`src/design/dcache_pkg.sv`:
```
/*
 * data cache shared definitions
 * geometry of the direct-mapped cache, AXI length and size codes,
 * and the packed payloads of the processor and memory ports
 */
`default_nettype none

package dcache_pkg;

    // 64 lines of 16 words, 4 KiB
    localparam int line_words    = 16;
    localparam int offset_bits   = 6;
    localparam int index_bits    = 6;
    localparam int tag_bits      = 20;
    localparam int ram_addr_bits = 10;

    // AXI length and size codes
    localparam logic [3:0] burst_len_line   = 4'hf;
    localparam logic [3:0] burst_len_single = 4'h0;
    localparam logic [2:0] size_word        = 3'b010;

    typedef struct packed {
        logic [31:0] addr;
        logic [31:0] wdata;
        logic [3:0]  wen;
        logic [1:0]  size;
        logic        cached;
    } cpu_req_t;

    // shared by the read and write address channels
    typedef struct packed {
        logic [31:0] addr;
        logic [3:0]  len;
        logic [2:0]  size;
    } axi_addr_t;

    typedef struct packed {
        logic [31:0] data;
        logic [3:0]  strb;
        logic        last;
    } axi_w_t;

    typedef struct packed {
        logic [31:0] data;
        logic        last;
    } axi_r_t;

    typedef struct packed {
        logic [tag_bits-1:0] tag;
        logic                valid;
        logic                dirty;
    } line_state_t;

endpackage

`default_nettype wire

```
`src/design/dcache_miss_fsm.sv`:
```
/*
 * data cache miss engine
 * runs line fills, dirty writebacks and uncached single transfers
 * on the AXI channels, one at a time, and holds the uncached result
 */
`default_nettype none

module dcache_miss_fsm (
    input  wire                                   aclk,
    input  wire                                   aresetn,
    input  wire                                   bus_en,
    input  wire  dcache_pkg::cpu_req_t            bus_req,
    input  wire                                   bus_stall,
    input  wire                                   stall_out,
    input  wire                                   hit,
    input  wire                                   victim_dirty,
    input  wire  dcache_pkg::line_state_t         victim,
    output logic                                  claim_line,
    output logic                                  fill_done,
    output logic                                  wb_done,
    output logic [dcache_pkg::index_bits-1:0]     fill_index,
    output logic                                  ram_busy,
    output logic [dcache_pkg::ram_addr_bits-1:0]  ram_b_addr,
    output logic [3:0]                            ram_b_wen,
    output logic [31:0]                           ram_b_wdata,
    input  wire  [31:0]                           ram_b_rdata,
    output logic [31:0]                           uc_rdata,
    output logic                                  uc_ready,
    output dcache_pkg::axi_addr_t                 ar,
    output logic                                  arvalid,
    input  wire                                   arready,
    input  wire  dcache_pkg::axi_r_t              r,
    input  wire                                   rvalid,
    output dcache_pkg::axi_addr_t                 aw,
    output logic                                  awvalid,
    input  wire                                   awready,
    output dcache_pkg::axi_w_t                    w,
    output logic                                  wvalid,
    input  wire                                   wready,
    input  wire                                   bvalid
);
    import dcache_pkg::*;

    typedef enum logic [3:0] {
        st_idle,
        st_fill_prep, st_fill_xfer, st_fill_end,
        st_wb_prep, st_wb_xfer, st_wb_end,
        st_ucr_prep, st_ucr_xfer, st_ucr_wait,
        st_ucw_prep, st_ucw_xfer, st_ucw_resp, st_ucw_wait
    } state_t;

    state_t                         state;
    logic [$clog2(line_words)-1:0] cnt;
    logic [31:0]                    lk_addr;
    logic [31:0]                    lk_data;
    logic [3:0]                     lk_strb;
    logic [1:0]                     lk_size;
    logic                           lk_cached;
    logic                           uc_valid;
    logic                           uc_wrdy;
    logic                           req_write;
    logic                           start_wb;
    logic                           start_fill;
    logic                           start_ucr;
    logic                           start_ucw;
    axi_addr_t                      xfer_addr;

    assign req_write  = |bus_req.wen;
    assign start_wb   = (state == st_idle) && bus_en && bus_req.cached && !hit && victim_dirty;
    assign start_fill = (state == st_idle) && bus_en && bus_req.cached && !hit && !victim_dirty;
    assign start_ucr  = (state == st_idle) && bus_en && !bus_req.cached && !req_write;
    assign start_ucw  = (state == st_idle) && bus_en && !bus_req.cached && req_write;

    assign claim_line = start_fill;
    assign fill_done  = (state == st_fill_end);
    assign wb_done    = (state == st_wb_end) && bvalid;
    assign fill_index = lk_addr[offset_bits +: index_bits];

    // fill writes straight from the read channel
    assign ram_b_addr  = {fill_index, cnt};
    assign ram_b_wen   = (state == st_fill_xfer && rvalid) ? 4'hf : 4'h0;
    assign ram_b_wdata = r.data;

    // address payload only changes in idle, so it is stable under valid
    assign xfer_addr.addr = lk_addr;
    assign xfer_addr.len  = lk_cached ? burst_len_line : burst_len_single;
    assign xfer_addr.size = lk_cached ? size_word : {1'b0, lk_size};
    assign ar = xfer_addr;
    assign aw = xfer_addr;

    assign w.data = lk_cached ? ram_b_rdata : lk_data;
    assign w.strb = lk_cached ? 4'hf : lk_strb;
    assign w.last = lk_cached ? (&cnt) : 1'b1;

    assign uc_ready = (uc_valid && lk_addr == bus_req.addr) || uc_wrdy;

    always_ff @(posedge aclk) begin
        if (start_wb) begin
            lk_addr <= {victim.tag, bus_req.addr[offset_bits +: index_bits],
                        {offset_bits{1'b0}}};
        end else if (start_fill) begin
            lk_addr <= {bus_req.addr[31:offset_bits], {offset_bits{1'b0}}};
        end else if (start_ucr || start_ucw) begin
            lk_addr <= bus_req.addr;
        end
        if (start_wb || start_fill || start_ucr || start_ucw) begin
            lk_cached <= bus_req.cached;
            lk_size   <= bus_req.size;
        end
        if (start_ucw) begin
            lk_data <= bus_req.wdata;
            lk_strb <= bus_req.wen;
        end
        if (state == st_ucr_xfer && rvalid) begin
            uc_rdata <= r.data;
        end
    end

    always_ff @(posedge aclk or negedge aresetn) begin
        if (!aresetn) begin
            state    <= st_idle;
            cnt      <= '0;
            arvalid  <= 1'b0;
            awvalid  <= 1'b0;
            wvalid   <= 1'b0;
            ram_busy <= 1'b0;
            uc_valid <= 1'b0;
            uc_wrdy  <= 1'b0;
        end else begin
            case (state)
                st_idle: begin
                    cnt <= '0;
                    // dirty victim goes out first, the retry then fills
                    if (start_wb) begin
                        ram_busy <= 1'b1;
                        state    <= st_wb_prep;
                    end else if (start_fill) begin
                        ram_busy <= 1'b1;
                        state    <= st_fill_prep;
                    end else if (start_ucr) begin
                        state <= st_ucr_prep;
                    end else if (start_ucw) begin
                        state <= st_ucw_prep;
                    end
                end
                st_fill_prep, st_ucr_prep: begin
                    if (!arvalid) begin
                        arvalid <= 1'b1;
                    end else if (arready) begin
                        arvalid <= 1'b0;
                        state   <= lk_cached ? st_fill_xfer : st_ucr_xfer;
                    end
                end
                st_fill_xfer, st_ucr_xfer: begin
                    if (rvalid) begin
                        cnt <= cnt + 1'b1;
                        if (r.last && lk_cached) begin
                            state <= st_fill_end;
                        end else if (r.last) begin
                            uc_valid <= 1'b1;
                            state    <= st_ucr_wait;
                        end
                    end
                end
                st_fill_end: begin
                    ram_busy <= 1'b0;
                    state    <= st_idle;
                end
                st_wb_prep, st_ucw_prep: begin
                    if (!awvalid) begin
                        awvalid <= 1'b1;
                    end else if (awready) begin
                        awvalid <= 1'b0;
                        state   <= lk_cached ? st_wb_xfer : st_ucw_xfer;
                    end
                end
                st_wb_xfer, st_ucw_xfer: begin
                    // one idle cycle per beat lets the ram read settle
                    if (!wvalid) begin
                        wvalid <= 1'b1;
                    end else if (wready) begin
                        wvalid <= 1'b0;
                        cnt    <= cnt + 1'b1;
                        if (w.last) begin
                            state <= lk_cached ? st_wb_end : st_ucw_resp;
                        end
                    end
                end
                st_wb_end: begin
                    if (bvalid) begin
                        ram_busy <= 1'b0;
                        state    <= st_idle;
                    end
                end
                st_ucw_resp: begin
                    if (bvalid) begin
                        uc_wrdy <= 1'b1;
                        state   <= st_ucw_wait;
                    end
                end
                st_ucr_wait, st_ucw_wait: begin
                    // hold the result until the pipeline takes it
                    if (!bus_stall && !stall_out) begin
                        uc_valid <= 1'b0;
                        uc_wrdy  <= 1'b0;
                        state    <= st_idle;
                    end
                end
                default: state <= st_idle;
            endcase
        end
    end

endmodule

`default_nettype wire

```
`config.mk`:
```
export PLATFORM = sky130hd
export DESIGN_NAME = dcache_miss_fsm
export DESIGN_NICKNAME = d
export VERILOG_FILES = /design/src/design/dcache_pkg.sv /design/src/design/dcache_miss_fsm.sv
export SDC_FILE = /design/constraint.sdc
export NUM_CORES = 1
export LEC_CHECK = 0
export BUFFER_PORTS_ARGS = -buffer_cell sky130_fd_sc_hd__buf_4
export CAP_MARGIN = 25
export CORE_AREA = 2 2 148 150
export CTS_CLUSTER_DIAMETER = 120
export DETAILED_ROUTE_END_ITERATION = 6
export DIE_AREA = 0 0 150 152
export PLACE_DENSITY_LB_ADDON = 0.12
export REMOVE_ABC_BUFFERS = 1
export SETUP_SLACK_MARGIN = 0.1
export SLEW_MARGIN = 20
export SYNTH_ARGS = -nofsm -noshare
export SYNTH_HDL_FRONTEND = slang
export SYNTH_SLANG_ARGS = --single-unit
```
`constraint.sdc`:
```
create_clock -name aclk -period 13.4 [get_ports aclk]
set_clock_uncertainty 0.05 [all_clocks]
set_input_delay 2.68 -clock aclk [delete_from_list [all_inputs] [get_ports aclk]]
set_output_delay 2.68 -clock aclk [all_outputs]
set_load 0.01 [all_outputs]
```
==> results.cfg <==
[yosys]
synth-edff-count = 97
synth_area_um2 = 6100
synthDistinctLibCells = 64
synth_area_leaders = edfxtp_1, buf_4, mux2_2
yosysTopAreaCell = edfxtp_1
syn_inst = 499
postSynthAreaPerCell_um2 = 12.2
ys_warn_count = 0
ys_seq_area_share_pct = 55.5
async_flop_share_pct = 12.0
ys.flop_type = edfxtp_1
synth_top_area_share_pct = 47.7
synth-seq-cells = 117

[clock_network]
root_buffer = clkbuf_16
cts_hold_buffers = 0
clock-sinks = 117
clkTransAtPathRegs_ns = 0.05
cts.path.max_buffers = 2
cts-resized-gates = 0
h-tree-depth = 4
post_cts_buffers = 0
cts_tree = yes
insertion_delay_ns = 0.41
cts_made_buffers = 17

[placement]
hpwl_mm = 15.0
post-place-cells = 1047
place_congestion = 0.801
place_area_um2 = 8540
port_buffers = 372

[drt]
firstDrtPassIters = 4
num_vias = 4815
postRouteAntennaNets = 0
drc = 0
wl_per_cell_um = 17.9
vias_per_cell = 4.46
drt-initial-drc-count = 162
routed_wl_mm = 19.3

[min_path]
worstHoldEndpoint = ram_busy$_DFFE_PN0P_
hold_depth = 1
min_from = ram_busy$_DFFE_PN0P_
worstHoldPathType = register to register

[setup_path]
reg2reg_slack_ns = 10.34
cp_max_fo = 2
worstSetupPathType = primary input to primary output
critPathArrivalTime_ns = 3.96
start_kind = primary input
cp.required_ns = 10.67
r2r-end = lk_addr[23]$_DFFE_PP_
reg2reg_depth = 4
worst_setup_path_end_kind = primary output
r2r_start = state[1]$_DFFE_PN0P_

[layout]
n_antenna_cell = 0
final_util_pct = 43.0
ff_latch_area_um2 = 3380
fin_cells = 1079
filler_cell_count = 2019
drive_gt1_share_pct = 58.2
multi_input_area_um2 = 1910
final_cell_area_um2 = 9170
syn_to_final_growth_pct = 50.4
final_nets = 957

[power_and_ir_drop]
p_leak_nw = 4.05
power-per-cell-area_nw_per_um2 = 165
vdd_drop_max_mv = 0.0963

[grt]
grt_pass1_wl_mm = 28.1
first_global_vias = 4893
antenna_found_initial = 0
overflow = 0
grt_max_degree = 47
grt_usage_pct = 16.4

[die]
die_area_um2 = 22800
io-pin-count = 377
core_area_um2 = 21400
die_x_um = 150
rows = 54
start_util_pct = 28.6
die_height_um = 152

[outcome]
outcome = finished, final reports clean

[timing]
relSlewSlack_pct = 46.2
fmax_mhz = 150
finalHoldViolations = 0
post-route-min-period_ns = 6.69
period_share_pct = 49.9
worst_pin_slew_ns = 0.804
maxSlewViolCount = 0
rsz0062_at_grt = false
setup-violations-final = 0
timing.hold.ws_ns = 0.464
setup_tns_ns = 0

[job]
max_cap_viol_count = 0
==> metrics by stage <==
| step | total power (W) | worst slack (ns) |
|---|---|---|
| finish | 0.00151 | 6.71 |
| global route | 0.00160 | 6.60 |
| CTS | 0.00154 | 6.66 |
| detailed placement | 0.00103 | 6.66 |
| global placement | 0.00102 | 6.66 |
| floorplan | 0.000781 | 7.08 |
==> worst max path at each step <==
| stage | depth (start not counted) | from | endpoint |
|---|---|---|---|
| final | 7 | bus_req[43] | uc_ready |
| after global routing | 7 | bus_req[43] | uc_ready |
| after CTS | 7 | bus_req[56] | uc_ready |
| after detailed placement | 7 | bus_req[56] | uc_ready |
| after global placement | 7 | bus_req[56] | uc_ready |
| after floorplan | 2 | rvalid | ram_b_wen[0] |
==> sequential cells by signal, summed over array words and instances, names as in the netlist, 2 cells and up <==
| signal | count |
|---|---|
| lk_size | 2 |
| lk_addr | 32 |
| uc_rdata | 32 |
| lk_strb | 4 |
| lk_data | 32 |
| cnt | 4 |
| state | 4 |
==> kinds of logic (layout without fill, tap and decap cells) <==
logic type / count (synthesis) / after routing / share of synthesized area [%]
AOI/OAI and AO/OA: 69 / 69 / 8.31
xor gates and xnor gates: 33 / 33 / 4.74
adders and majority gates: 1 / 1 / 0.205
buffers and inverters: 118 / 417 / 13.5
DFF: 117 / 117 / 55.5
muxes: 41 / 41 / 7.67
other: 1 / 2 / 0.0615
and+or+nand+nor: 119 / 119 / 10.1
==> critical path, cell delays in order <==
cell     delay [ns]
buf_4          0.12
xor2_1         0.15
nor4_1         0.43
nand4_1        0.16
nor2_1         0.14
a41o_1         0.15
buf_4          0.13
==> layout make-up <==
class / instances / share of cell area [%]
Timing Repair Buffer: 378 / 31.2
Clock inverter: 14 / 2.17
Multi-Input combinational cell: 265 / 20.8
Clock buffer: 18 / 4.79
Inverter: 7 / 0.286
Sequential cell: 117 / 36.9
Tap cell: 280 / 3.82
==> synthesized netlist by cell type (2+ instances only) <==
master / instances
nand4_1: 2
clkbuf_1: 8
buf_4: 91
o21ai_0: 7
nor4_1: 8
or2_2: 5
mux2_2: 34
a21oi_1: 28
a21o_1: 2
nor2b_1: 7
buf_2: 5
buf_6: 4
a211oi_1: 4
o211ai_1: 2
and2_0: 2
inv_1: 6
nand3_1: 3
dfxtp_1: 6
dfrtp_1: 14
a22o_1: 7
a31oi_1: 2
nand3b_1: 2
buf_1: 3
nor2_1: 5
xor2_1: 32
nor3_1: 9
edfxtp_1: 97
and3_1: 6
mux2i_1: 4
nand2_1: 58
mux2_4: 3
==> routing by layer <==
metal	wire length, um	global-route usage, %	up-vias
li1	-	-	2275
met1	7220	18.0	2284
met2	10100	29.5	237
met3	1680	5.47	19
met4	295	5.44	0
met5	0	0	-
==> layout by cell type (no fill, tap or decap), types with 3 or more instances in the layout <==
cell	instances
nand3_1	3
nor4_1	8
nor2b_1	7
edfxtp_1	97
nand2_1	58
clkinvlp_4	4
inv_1	6
buf_4	376
inv_6	3
and3_1	6
mux2_4	3
bufinv_16	4
nor2_1	5
nor3_1	7
mux2_2	34
o21ai_0	7
dfrtp_1	14
a211oi_1	4
a22o_1	7
mux2i_1	4
or2_2	5
a21oi_1	28
xor2_1	32
dfxtp_1	6
nor3_2	3
clkbuf_16	17
==> report_power, final <==
group,switching (W),internal (W)
logic,0.000229,0.000255
clock network,0.000177,0.000318
registers,0.0000733,0.000462
total,0.000479,0.00103
No activity file was read; power rests on OpenSTA's default activity.
