--- src/design/dcache_pkg.sv ---
/*
 * data cache shared definitions
 * geometry of the direct-mapped cache, AXI length and size codes,
 * and the packed payloads of the processor and memory ports
 */
`default_nettype none

package dcache_pkg;

    // 64 lines of 16 words, 4 KiB
    localparam int line_words    = 16;
    localparam int offset_bits   = 6;
    localparam int index_bits    = 6;
    localparam int tag_bits      = 20;
    localparam int ram_addr_bits = 10;

    // AXI length and size codes
    localparam logic [3:0] burst_len_line   = 4'hf;
    localparam logic [3:0] burst_len_single = 4'h0;
    localparam logic [2:0] size_word        = 3'b010;

    typedef struct packed {
        logic [31:0] addr;
        logic [31:0] wdata;
        logic [3:0]  wen;
        logic [1:0]  size;
        logic        cached;
    } cpu_req_t;

    // shared by the read and write address channels
    typedef struct packed {
        logic [31:0] addr;
        logic [3:0]  len;
        logic [2:0]  size;
    } axi_addr_t;

    typedef struct packed {
        logic [31:0] data;
        logic [3:0]  strb;
        logic        last;
    } axi_w_t;

    typedef struct packed {
        logic [31:0] data;
        logic        last;
    } axi_r_t;

    typedef struct packed {
        logic [tag_bits-1:0] tag;
        logic                valid;
        logic                dirty;
    } line_state_t;

endpackage

`default_nettype wire

--- src/design/dcache_tag_array.sv ---
/*
 * data cache tag array
 * tag, valid and dirty per line; hit and victim lookup on the
 * current request, plus claim, fill, dirty and writeback updates
 */
`default_nettype none

module dcache_tag_array (
    input  wire                                aclk,
    input  wire                                aresetn,
    input  wire  [31:0]                        lookup_addr,
    output logic                               hit,
    output logic                               victim_dirty,
    output dcache_pkg::line_state_t            victim,
    input  wire                                mark_dirty,
    input  wire                                claim_line,
    input  wire                                fill_done,
    input  wire  [dcache_pkg::index_bits-1:0]  fill_index,
    input  wire                                wb_done
);
    import dcache_pkg::*;

    localparam int lines = 1 << index_bits;

    logic [tag_bits-1:0]   tag_mem [lines];
    logic [lines-1:0]      valid_bits;
    logic [lines-1:0]      dirty_bits;
    logic [index_bits-1:0] req_index;
    logic [tag_bits-1:0]   req_tag;
    line_state_t           cur;

    assign req_index = lookup_addr[offset_bits +: index_bits];
    assign req_tag   = lookup_addr[offset_bits + index_bits +: tag_bits];

    assign cur = {tag_mem[req_index], valid_bits[req_index], dirty_bits[req_index]};

    assign hit          = cur.valid && (cur.tag == req_tag);
    assign victim       = cur;
    // valid line of another tag holding modified data
    assign victim_dirty = cur.valid && cur.dirty && !hit;

    always_ff @(posedge aclk) begin
        if (claim_line) begin
            tag_mem[req_index] <= req_tag;
        end
    end

    always_ff @(posedge aclk or negedge aresetn) begin
        if (!aresetn) begin
            valid_bits <= '0;
            dirty_bits <= '0;
        end else begin
            // line stays invalid until its fill ends
            if (claim_line) begin
                valid_bits[req_index] <= 1'b0;
                dirty_bits[req_index] <= 1'b0;
            end
            if (fill_done) begin
                valid_bits[fill_index] <= 1'b1;
            end
            if (mark_dirty) begin
                dirty_bits[req_index] <= 1'b1;
            end
            if (wb_done) begin
                dirty_bits[fill_index] <= 1'b0;
            end
        end
    end

endmodule

`default_nettype wire

--- config.mk ---
export PLATFORM = sky130hd
export DESIGN_NAME = dcache_tag_array
export DESIGN_NICKNAME = d
export VERILOG_FILES = /design/src/design/dcache_pkg.sv /design/src/design/dcache_tag_array.sv
export SDC_FILE = /design/constraint.sdc
export NUM_CORES = 1
export LEC_CHECK = 0
export BUFFER_PORTS_ARGS = -buffer_cell sky130_fd_sc_hd__buf_2
export CAP_MARGIN = 5
export CORE_MARGIN = 1
export CORE_UTILIZATION = 36
export CTS_CLUSTER_DIAMETER = 200
export DETAILED_ROUTE_END_ITERATION = 10
export PLACE_DENSITY_LB_ADDON = 0.2
export SYNTH_ARGS = -nofsm -noshare
export SYNTH_HDL_FRONTEND = slang
export SYNTH_SLANG_ARGS = --single-unit
--- constraint.sdc ---
create_clock -name aclk -period 4.04 [get_ports aclk]
set_input_delay 0.606 -clock aclk [delete_from_list [all_inputs] [get_ports aclk]]
set_output_delay 0.606 -clock aclk [all_outputs]
set_load 0.02 [all_outputs]
==> results of run 1 <==
registers in the layout, summed over array words and instances, names as in the netlist:
register    cells
valid_bits     64
dirty_bits     64
tag_mem      1280
placed cells by master, fill, tap and decap left out, drive strengths merged, types with 11 or more instances in the layout:
cell type / netlist / routed
buf: 134 / 632
nand4: 19 / 19
clkbuf: 109 / 187
xor2: 18 / 18
nand2b: 17 / 17
and2: 21 / 21
o221ai: 17 / 17
or2: 13 / 13
a21oi: 108 / 108
a22oi: 214 / 214
a31oi: 15 / 15
inv: 71 / 73
mux2i: 216 / 216
nand2: 144 / 144
o2bb2ai: 17 / 17
nor3b: 15 / 15
edfxtp: 1280 / 1280
nor2: 47 / 47
mux2: 25 / 25
o22ai: 39 / 39
a221oi: 131 / 131
nand3b: 15 / 15
bufinv: 0 / 17
clkinv: 0 / 52
a22o: 54 / 54
dfrtp: 128 / 128
nand3: 56 / 56
o211ai: 11 / 11
o21ai: 54 / 54
nor3: 33 / 33
and3: 12 / 12
a211oi: 13 / 13
o22a: 12 / 12
mux4: 113 / 113
worst max-delay path: cells and delay by family (launching register included):
kind	cells	cell delay, ps
compound gates	2	550
xor+xnor	1	210
flops	1	370
mux	1	530
buf+inv	3	480
simple gates	5	1160
worst paths after layout:
path	from	to	slack [ps]	cells past startpoint
worst min register to register	valid_bits[51]	valid_bits[51]	480	2
worst max register to register	dirty_bits[22]	dirty_bits[22]	3250	2
max in group asynchronous	aresetn	valid_bits[21]	2670	3
worst max-delay path	tag_mem[43][10]	victim_dirty	-660	12
min in group asynchronous	aresetn	dirty_bits[52]	520	2
worst min-delay path	lookup_addr[14]	tag_mem[5][2]	240	1
cells in the mapped netlist, types with 5 or more instances:
master     number  share of area, %
o221ai_1       17              0.27
nor3b_1        15              0.20
o22ai_1        39              0.44
or2_2          12              0.13
o21ai_0        53              0.47
dfrtp_1       128               5.7
a31oi_1        15              0.17
and3b_1         9              0.14
nor2_1         47              0.31
a21oi_1       108              0.96
buf_4          22              0.29
mux4_2        113               4.5
and3_1         12              0.13
buf_6          24              0.48
nand3_1        56              0.50
a221o_1         5             0.089
a221oi_1      131               2.0
nor3_1         31              0.28
mux2_2         25              0.50
or3_1           8             0.089
nand4_1        19              0.21
or3b_2          9              0.14
o211ai_1       11              0.15
edfxtp_1     1280                69
o22a_1         12              0.19
a22o_1         54              0.84
o2bb2ai_1      17              0.27
and2_1         20              0.22
nand3b_1       15              0.20
nor4_1          8             0.089
o32ai_1         5             0.078
clkbuf_1      109              0.73
a211oi_1       12              0.16
nor2b_1         7             0.078
buf_2          65              0.58
nand2b_1       17              0.19
mux2i_1       216               3.9
nand2_1       144              0.96
xor2_1         18              0.28
a32oi_1         9              0.14
inv_1          69              0.46
buf_1          20              0.13
a22oi_1       214               2.9
cells by family (layout without fill, tap and decap cells):
| kind of cell | after synthesis | count (layout) | share of synthesized area, % |
|---|---|---|---|
| buffers and inverters | 314 | 963 | 2.80 |
| AOI/OAI and AO/OA | 729 | 729 | 9.57 |
| muxes | 354 | 354 | 8.90 |
| and+or+nand+nor | 446 | 446 | 4.17 |
| other | 0 | 6 | 0 |
| xor gates and xnor gates | 18 | 18 | 0.281 |
| DFF | 1408 | 1408 | 74.3 |
per-stage QoR:
stage	cells	power (W)	TNS [ps]	instance area [um^2]	util, %
after floorplan	3269	0.0179	0	56100	-
after global placement	5674	0.0193	-3480	63000	40.8
after detailed placement	5675	0.0194	-3550	63000	40.8
after CTS	5947	0.0331	-1440	68400	44.3
after global routing	5963	0.0339	-1620	68700	44.5
final	5968	0.0330	-1230	68700	44.5
where the power goes:
part,internal [W],switching [W],leakage (nW)
Combinational,0.00113,0.00168,8.65
Clock,0.00809,0.00572,2.36
Sequential,0.0162,0.000169,13.2
Total,0.0255,0.00757,24.2
routing by layer:
metal / share of wire [%] / track usage [%] / routed length, um / vias up
met5: 0.012 / 0 / 24 / -
met4: 2.8 / 7.63 / 5690 / 4
met3: 8.1 / 4.02 / 16400 / 277
met2: 47 / 39.7 / 94000 / 1797
met1: 42 / 36.3 / 85700 / 19011
li1: - / - / - / 14422
what timing repair did:
item	4_1_cts	5_1_grt
gates resized for setup	56	42
endpoints found under the setup margin	5	6
pin swaps	17	23
hold endpoints to repair	16	0
buffers inserted	12	15
hold buffers	1	0
cloned	3	1
layout make-up:
cell class	instances	area, um^2	area share, %
Inverter	71	268	0.390
Tap cell	2044	2560	3.72
Clock inverter	71	848	1.24
Timing Repair Buffer	636	6150	8.95
Clock buffer	185	4000	5.82
Multi-Input combinational cell	1547	13200	19.2
Antenna cell	6	15.0	0.0219
Sequential cell	1408	41600	60.6
==> impl_metrics.json, run 1 <==
{
  "status": "finished with violations",
  "violations": "design-rule violations, negative setup slack",
  "synth_ff_type": "edfxtp_1",
  "worst_pin_slew_ps": 1310,
  "antenna_found_initial": 12,
  "die_area_mm2": 0.157,
  "wl_um": 202000,
  "clkTransAtPathRegs_ps": 60,
  "max_freq_ghz": 0.213,
  "viasPerCell": 5.95,
  "io_buffer_count": 61,
  "fillCellCount": 13477,
  "critPathLaunchType": "register",
  "min_path_type": "in -> reg",
  "path_class": "reg -> out",
  "drive_above_1_share_pct": 27.0,
  "ios": 68,
  "leakagePower_nw": 24.2,
  "grt.overflow.total": 0,
  "vias": 35511,
  "cts-root-buf": "clkbuf_16",
  "insertion_delay_ps": 770,
  "dr.pass1.iters": 8,
  "cp_cell_sequence": "mux4_2 > a32oi_2 > nand4_1 > nor3_2 > xor2_1 > buf_4 > nand3b_1 > nor4_4 > buf_4 > nand4_1 > o211a_1 > buf_6",
  "dr.first_iter.drc_count": 4514,
  "ctsHtreeMaxLevel": 4,
  "synth_area_mm2": 0.0561,
  "ys_warn_count": 0,
  "setup_slack_ps": -657,
  "synth.avg_cell_area_um2": 17.1,
  "wl_per_cell_um": 33.8,
  "cts_tree": "done",
  "dp_slack_ps": -1180,
  "place_hpwl_um": 126000,
  "rsz0062_at_grt": "true",
  "post-route-period-util_pct": 116,
  "syn2layout_area_growth_pct": 22.5,
  "track_usage_pct": 25.3,
  "slowest_delay_ps": 530,
  "grt_first_pass_wirelength_um": 276000,
  "fp-row-count": 144,
  "synth.distinct_cells": 71,
  "worstSetupEndpointType": "primary output",
  "power.density_mw_per_mm2": 481,
  "ys_seq_elements": 1408,
  "die_h_um": 397,
  "period_needed_ps": 4700,
  "grt_start_max_net_pins": 74,
  "drv_cap": 0,
  "ir_drop_mv": 0.453,
  "drtAntennaViolNets": 0,
  "ys_seq_area_share_pct": 74.3,
  "finalSetupViolCount": 3,
  "cts_buffers": 147,
  "arrival_ps": 4090,
  "drc": 4,
  "whs_ps": 244,
  "layout.nets": 3855,
  "synthCells": 3269,
  "finClkSkew_ps": 0,
  "die_w_um": 397,
  "core_area_mm2": 0.154,
  "cts.path.max_buffers": 3,
  "synth-edff-count": 1280,
  "grt_pass1_vias": 33894,
  "slew_violations": 0,
  "crit_fanout": 2,
  "syn_nets": 3313,
  "routabilityCongestion": 0.867,
  "ys_async_sr_fraction_pct": 9.09,
  "maxSlewHeadroom_pct": 12.0,
  "start_util_pct": 36.3,
  "hold_viol": 0,
  "crit_slowest_cell": "mux4_2",
  "cts_sinks": 1408,
  "cp.required_ps": 3430
}
Note: power is estimated with default switching activity, not from simulation.
==> inputs of run 2 (changes only) <==
SKIP_LAST_GASP = 1   (was unset)
==> run 2 against run 1 <==
Effect of this change:
- the run still ends with design-rule violations, negative setup slack left
- setup slack got worse by 68 ps
- flip-flop and latch count did not move
- non-clock buffer count did not move
- count of clock-buffer cells in the layout did not move
- critical path type is now in -> out
- largest power group unchanged
==> impl_metrics.json, run 2 (synthesized netlist as in run 1, its figures left out) <==
{
  "status": "finished with violations",
  "violations": "design-rule violations, negative setup slack",
  "ir_drop_mv": 0.452,
  "grt_start_max_net_pins": 74,
  "fin_area_mm2": 0.0687,
  "io_buffer_count": 61,
  "insertion_delay_ps": 780,
  "worst_pin_slew_ps": 1260,
  "slowest_delay_ps": 660,
  "crit_fanout": 31,
  "place_hpwl_um": 126000,
  "crit_buf_inv": 5,
  "timing.rr.start": "dirty_bits[22]",
  "drc": 4,
  "die_h_um": 397,
  "multi_input_area_mm2": 0.0132,
  "routabilityCongestion": 0.867,
  "track_usage_pct": 25.3,
  "layout.nets": 3855,
  "reg_top3": "tag_mem x1280, dirty_bits x64, valid_bits x64",
  "drive_above_1_share_pct": 27.0,
  "antenna_found_initial": 13,
  "critPathLaunchType": "input pin",
  "power.density_mw_per_mm2": 481,
  "syn2layout_area_growth_pct": 22.5,
  "vias": 35342,
  "critPathTopFamily": "simple AND/OR/NAND/NOR gates",
  "dr.pass1.iters": 8,
  "drtAntennaViolNets": 0,
  "cp.required_ps": 3430,
  "core_area_mm2": 0.154,
  "grt.overflow.total": 0,
  "hold_viol": 0,
  "dr.max_layer_used": "met5",
  "cts-root-buf": "clkbuf_16",
  "post-route-period-util_pct": 118,
  "maxSlewHeadroom_pct": 15.6,
  "min_path_type": "in -> reg",
  "ios": 68,
  "rsz0062_at_grt": "true",
  "viasPerCell": 5.92,
  "cp-startpoint": "lookup_addr[7]",
  "cts_buffers": 147,
  "crit_slowest_cell": "or4_4",
  "wl_met3_um": 15900,
  "largest_register_ffs": 1280,
  "wl_per_cell_um": 33.8,
  "wirelength_met1_um": 85900,
  "die_w_um": 397,
  "finalSetupViolCount": 4,
  "min_from": "lookup_addr[14]",
  "worstSetupEndpointType": "primary output",
  "fillCellCount": 13482,
  "fin_util_pct": 44.5,
  "grt_first_pass_wirelength_um": 276000,
  "setup_tns_ps": -1450,
  "cts_tree": "done",
  "setup_slack_ps": -725,
  "cp_cell_sequence": "clkbuf_16 > buf_8 > nor2b_4 > buf_12 > a22oi_1 > nand3_1 > nand4_1 > or4_4 > xor2_2 > nor4_4 > nand3_4 > buf_4 > o211a_1 > buf_6",
  "slew_violations": 0,
  "finClkSkew_ps": 0,
  "period_needed_ps": 4770,
  "seq_area_mm2": 0.0416,
  "wl_um": 201000,
  "dr_wl_met2_um": 93900,
  "die_area_mm2": 0.157,
  "start_util_pct": 36.3,
  "stdcell_count": 5967,
  "leakagePower_nw": 24.2,
  "clkTransAtPathRegs_ps": 60,
  "path_class": "in -> out",
  "cts_sinks": 1408,
  "ctsHtreeMaxLevel": 4,
  "largest-register": "tag_mem",
  "arrival_ps": 4160,
  "dr.first_iter.drc_count": 4471,
  "place_area_mm2": 0.0630,
  "max_freq_ghz": 0.210,
  "grt_pass1_vias": 33902,
  "drv_cap": 0,
  "final_cell_mix": "edfxtp_1 (1280), buf_4 (457), mux2i_1 (216), a22oi_1 (213), clkbuf_16 (156)",
  "layout_commonest_cell": "edfxtp_1",
  "fp-row-count": 144,
  "dp_cells": 5675,
  "cts.path.max_buffers": 3
}
## run 2: changes by cell type in the layout (fill, tap and decap cells not counted), sizes merged
cell and change:
diode -1
## run 2: area by class of cell
| type | count | area share, % |
|---|---|---|
| Sequential cell | 1408 | 60.6 |
| Multi-Input combinational cell | 1547 | 19.2 |
| Timing Repair Buffer | 636 | 8.93 |
| Clock buffer | 185 | 5.83 |
| Tap cell | 2044 | 3.72 |
| Clock inverter | 71 | 1.24 |
| Inverter | 71 | 0.390 |
| Antenna cell | 5 | 0.0182 |
## run 2: power breakdown
part / internal [W] / leakage (nW) / switching [W]
clock network: 0.00809 / 2.36 / 0.00572
logic: 0.00113 / 8.65 / 0.00168
registers: 0.0162 / 13.2 / 0.000169
total: 0.0255 / 24.2 / 0.00757
## run 2: stage by stage
step	hold WS, ps	power (W)	setup WS, ps
after floorplan	310	0.0179	223
after global routing	215	0.0339	-777
after detailed placement	471	0.0194	-1180
after CTS	193	0.0331	-735
after global placement	462	0.0193	-1200
final	249	0.0330	-725
## run 2: final timing paths
check | endpoint | slack [ps] | depth (start not counted)
setup / recovery | victim_dirty | -730 | 14
hold / removal | tag_mem[5][2] | 250 | 1
setup reg to reg | dirty_bits[22] | 3260 | 2
hold reg to reg | valid_bits[24] | 480 | 2
max in group asynchronous | dirty_bits[31] | 2650 | 3
min in group asynchronous | dirty_bits[49] | 510 | 2
## run 2: worst reg2reg max path, cell delays in order, from the launching register on
cell     delay [ps]
dfrtp_1         400
a22oi_1         170
a21oi_1          60
## run 2: metal layers
layer / vias up / global-route usage [%]
met4: 4 / 7.68
met1: 18871 / 36.2
met2: 1755 / 39.7
li1: 14431 / -
met3: 281 / 4.02
met5: - / 0
## run 2: timing repair
item | in CTS | in global routing
gates cloned | 3 | 1
pin swaps | 17 | 22
setup buffers | 12 | 15
hold endpoints to repair | 16 | 0
endpoints found under the setup margin | 5 | 6
hold buffers | 1 | 0
resized for setup | 51 | 43
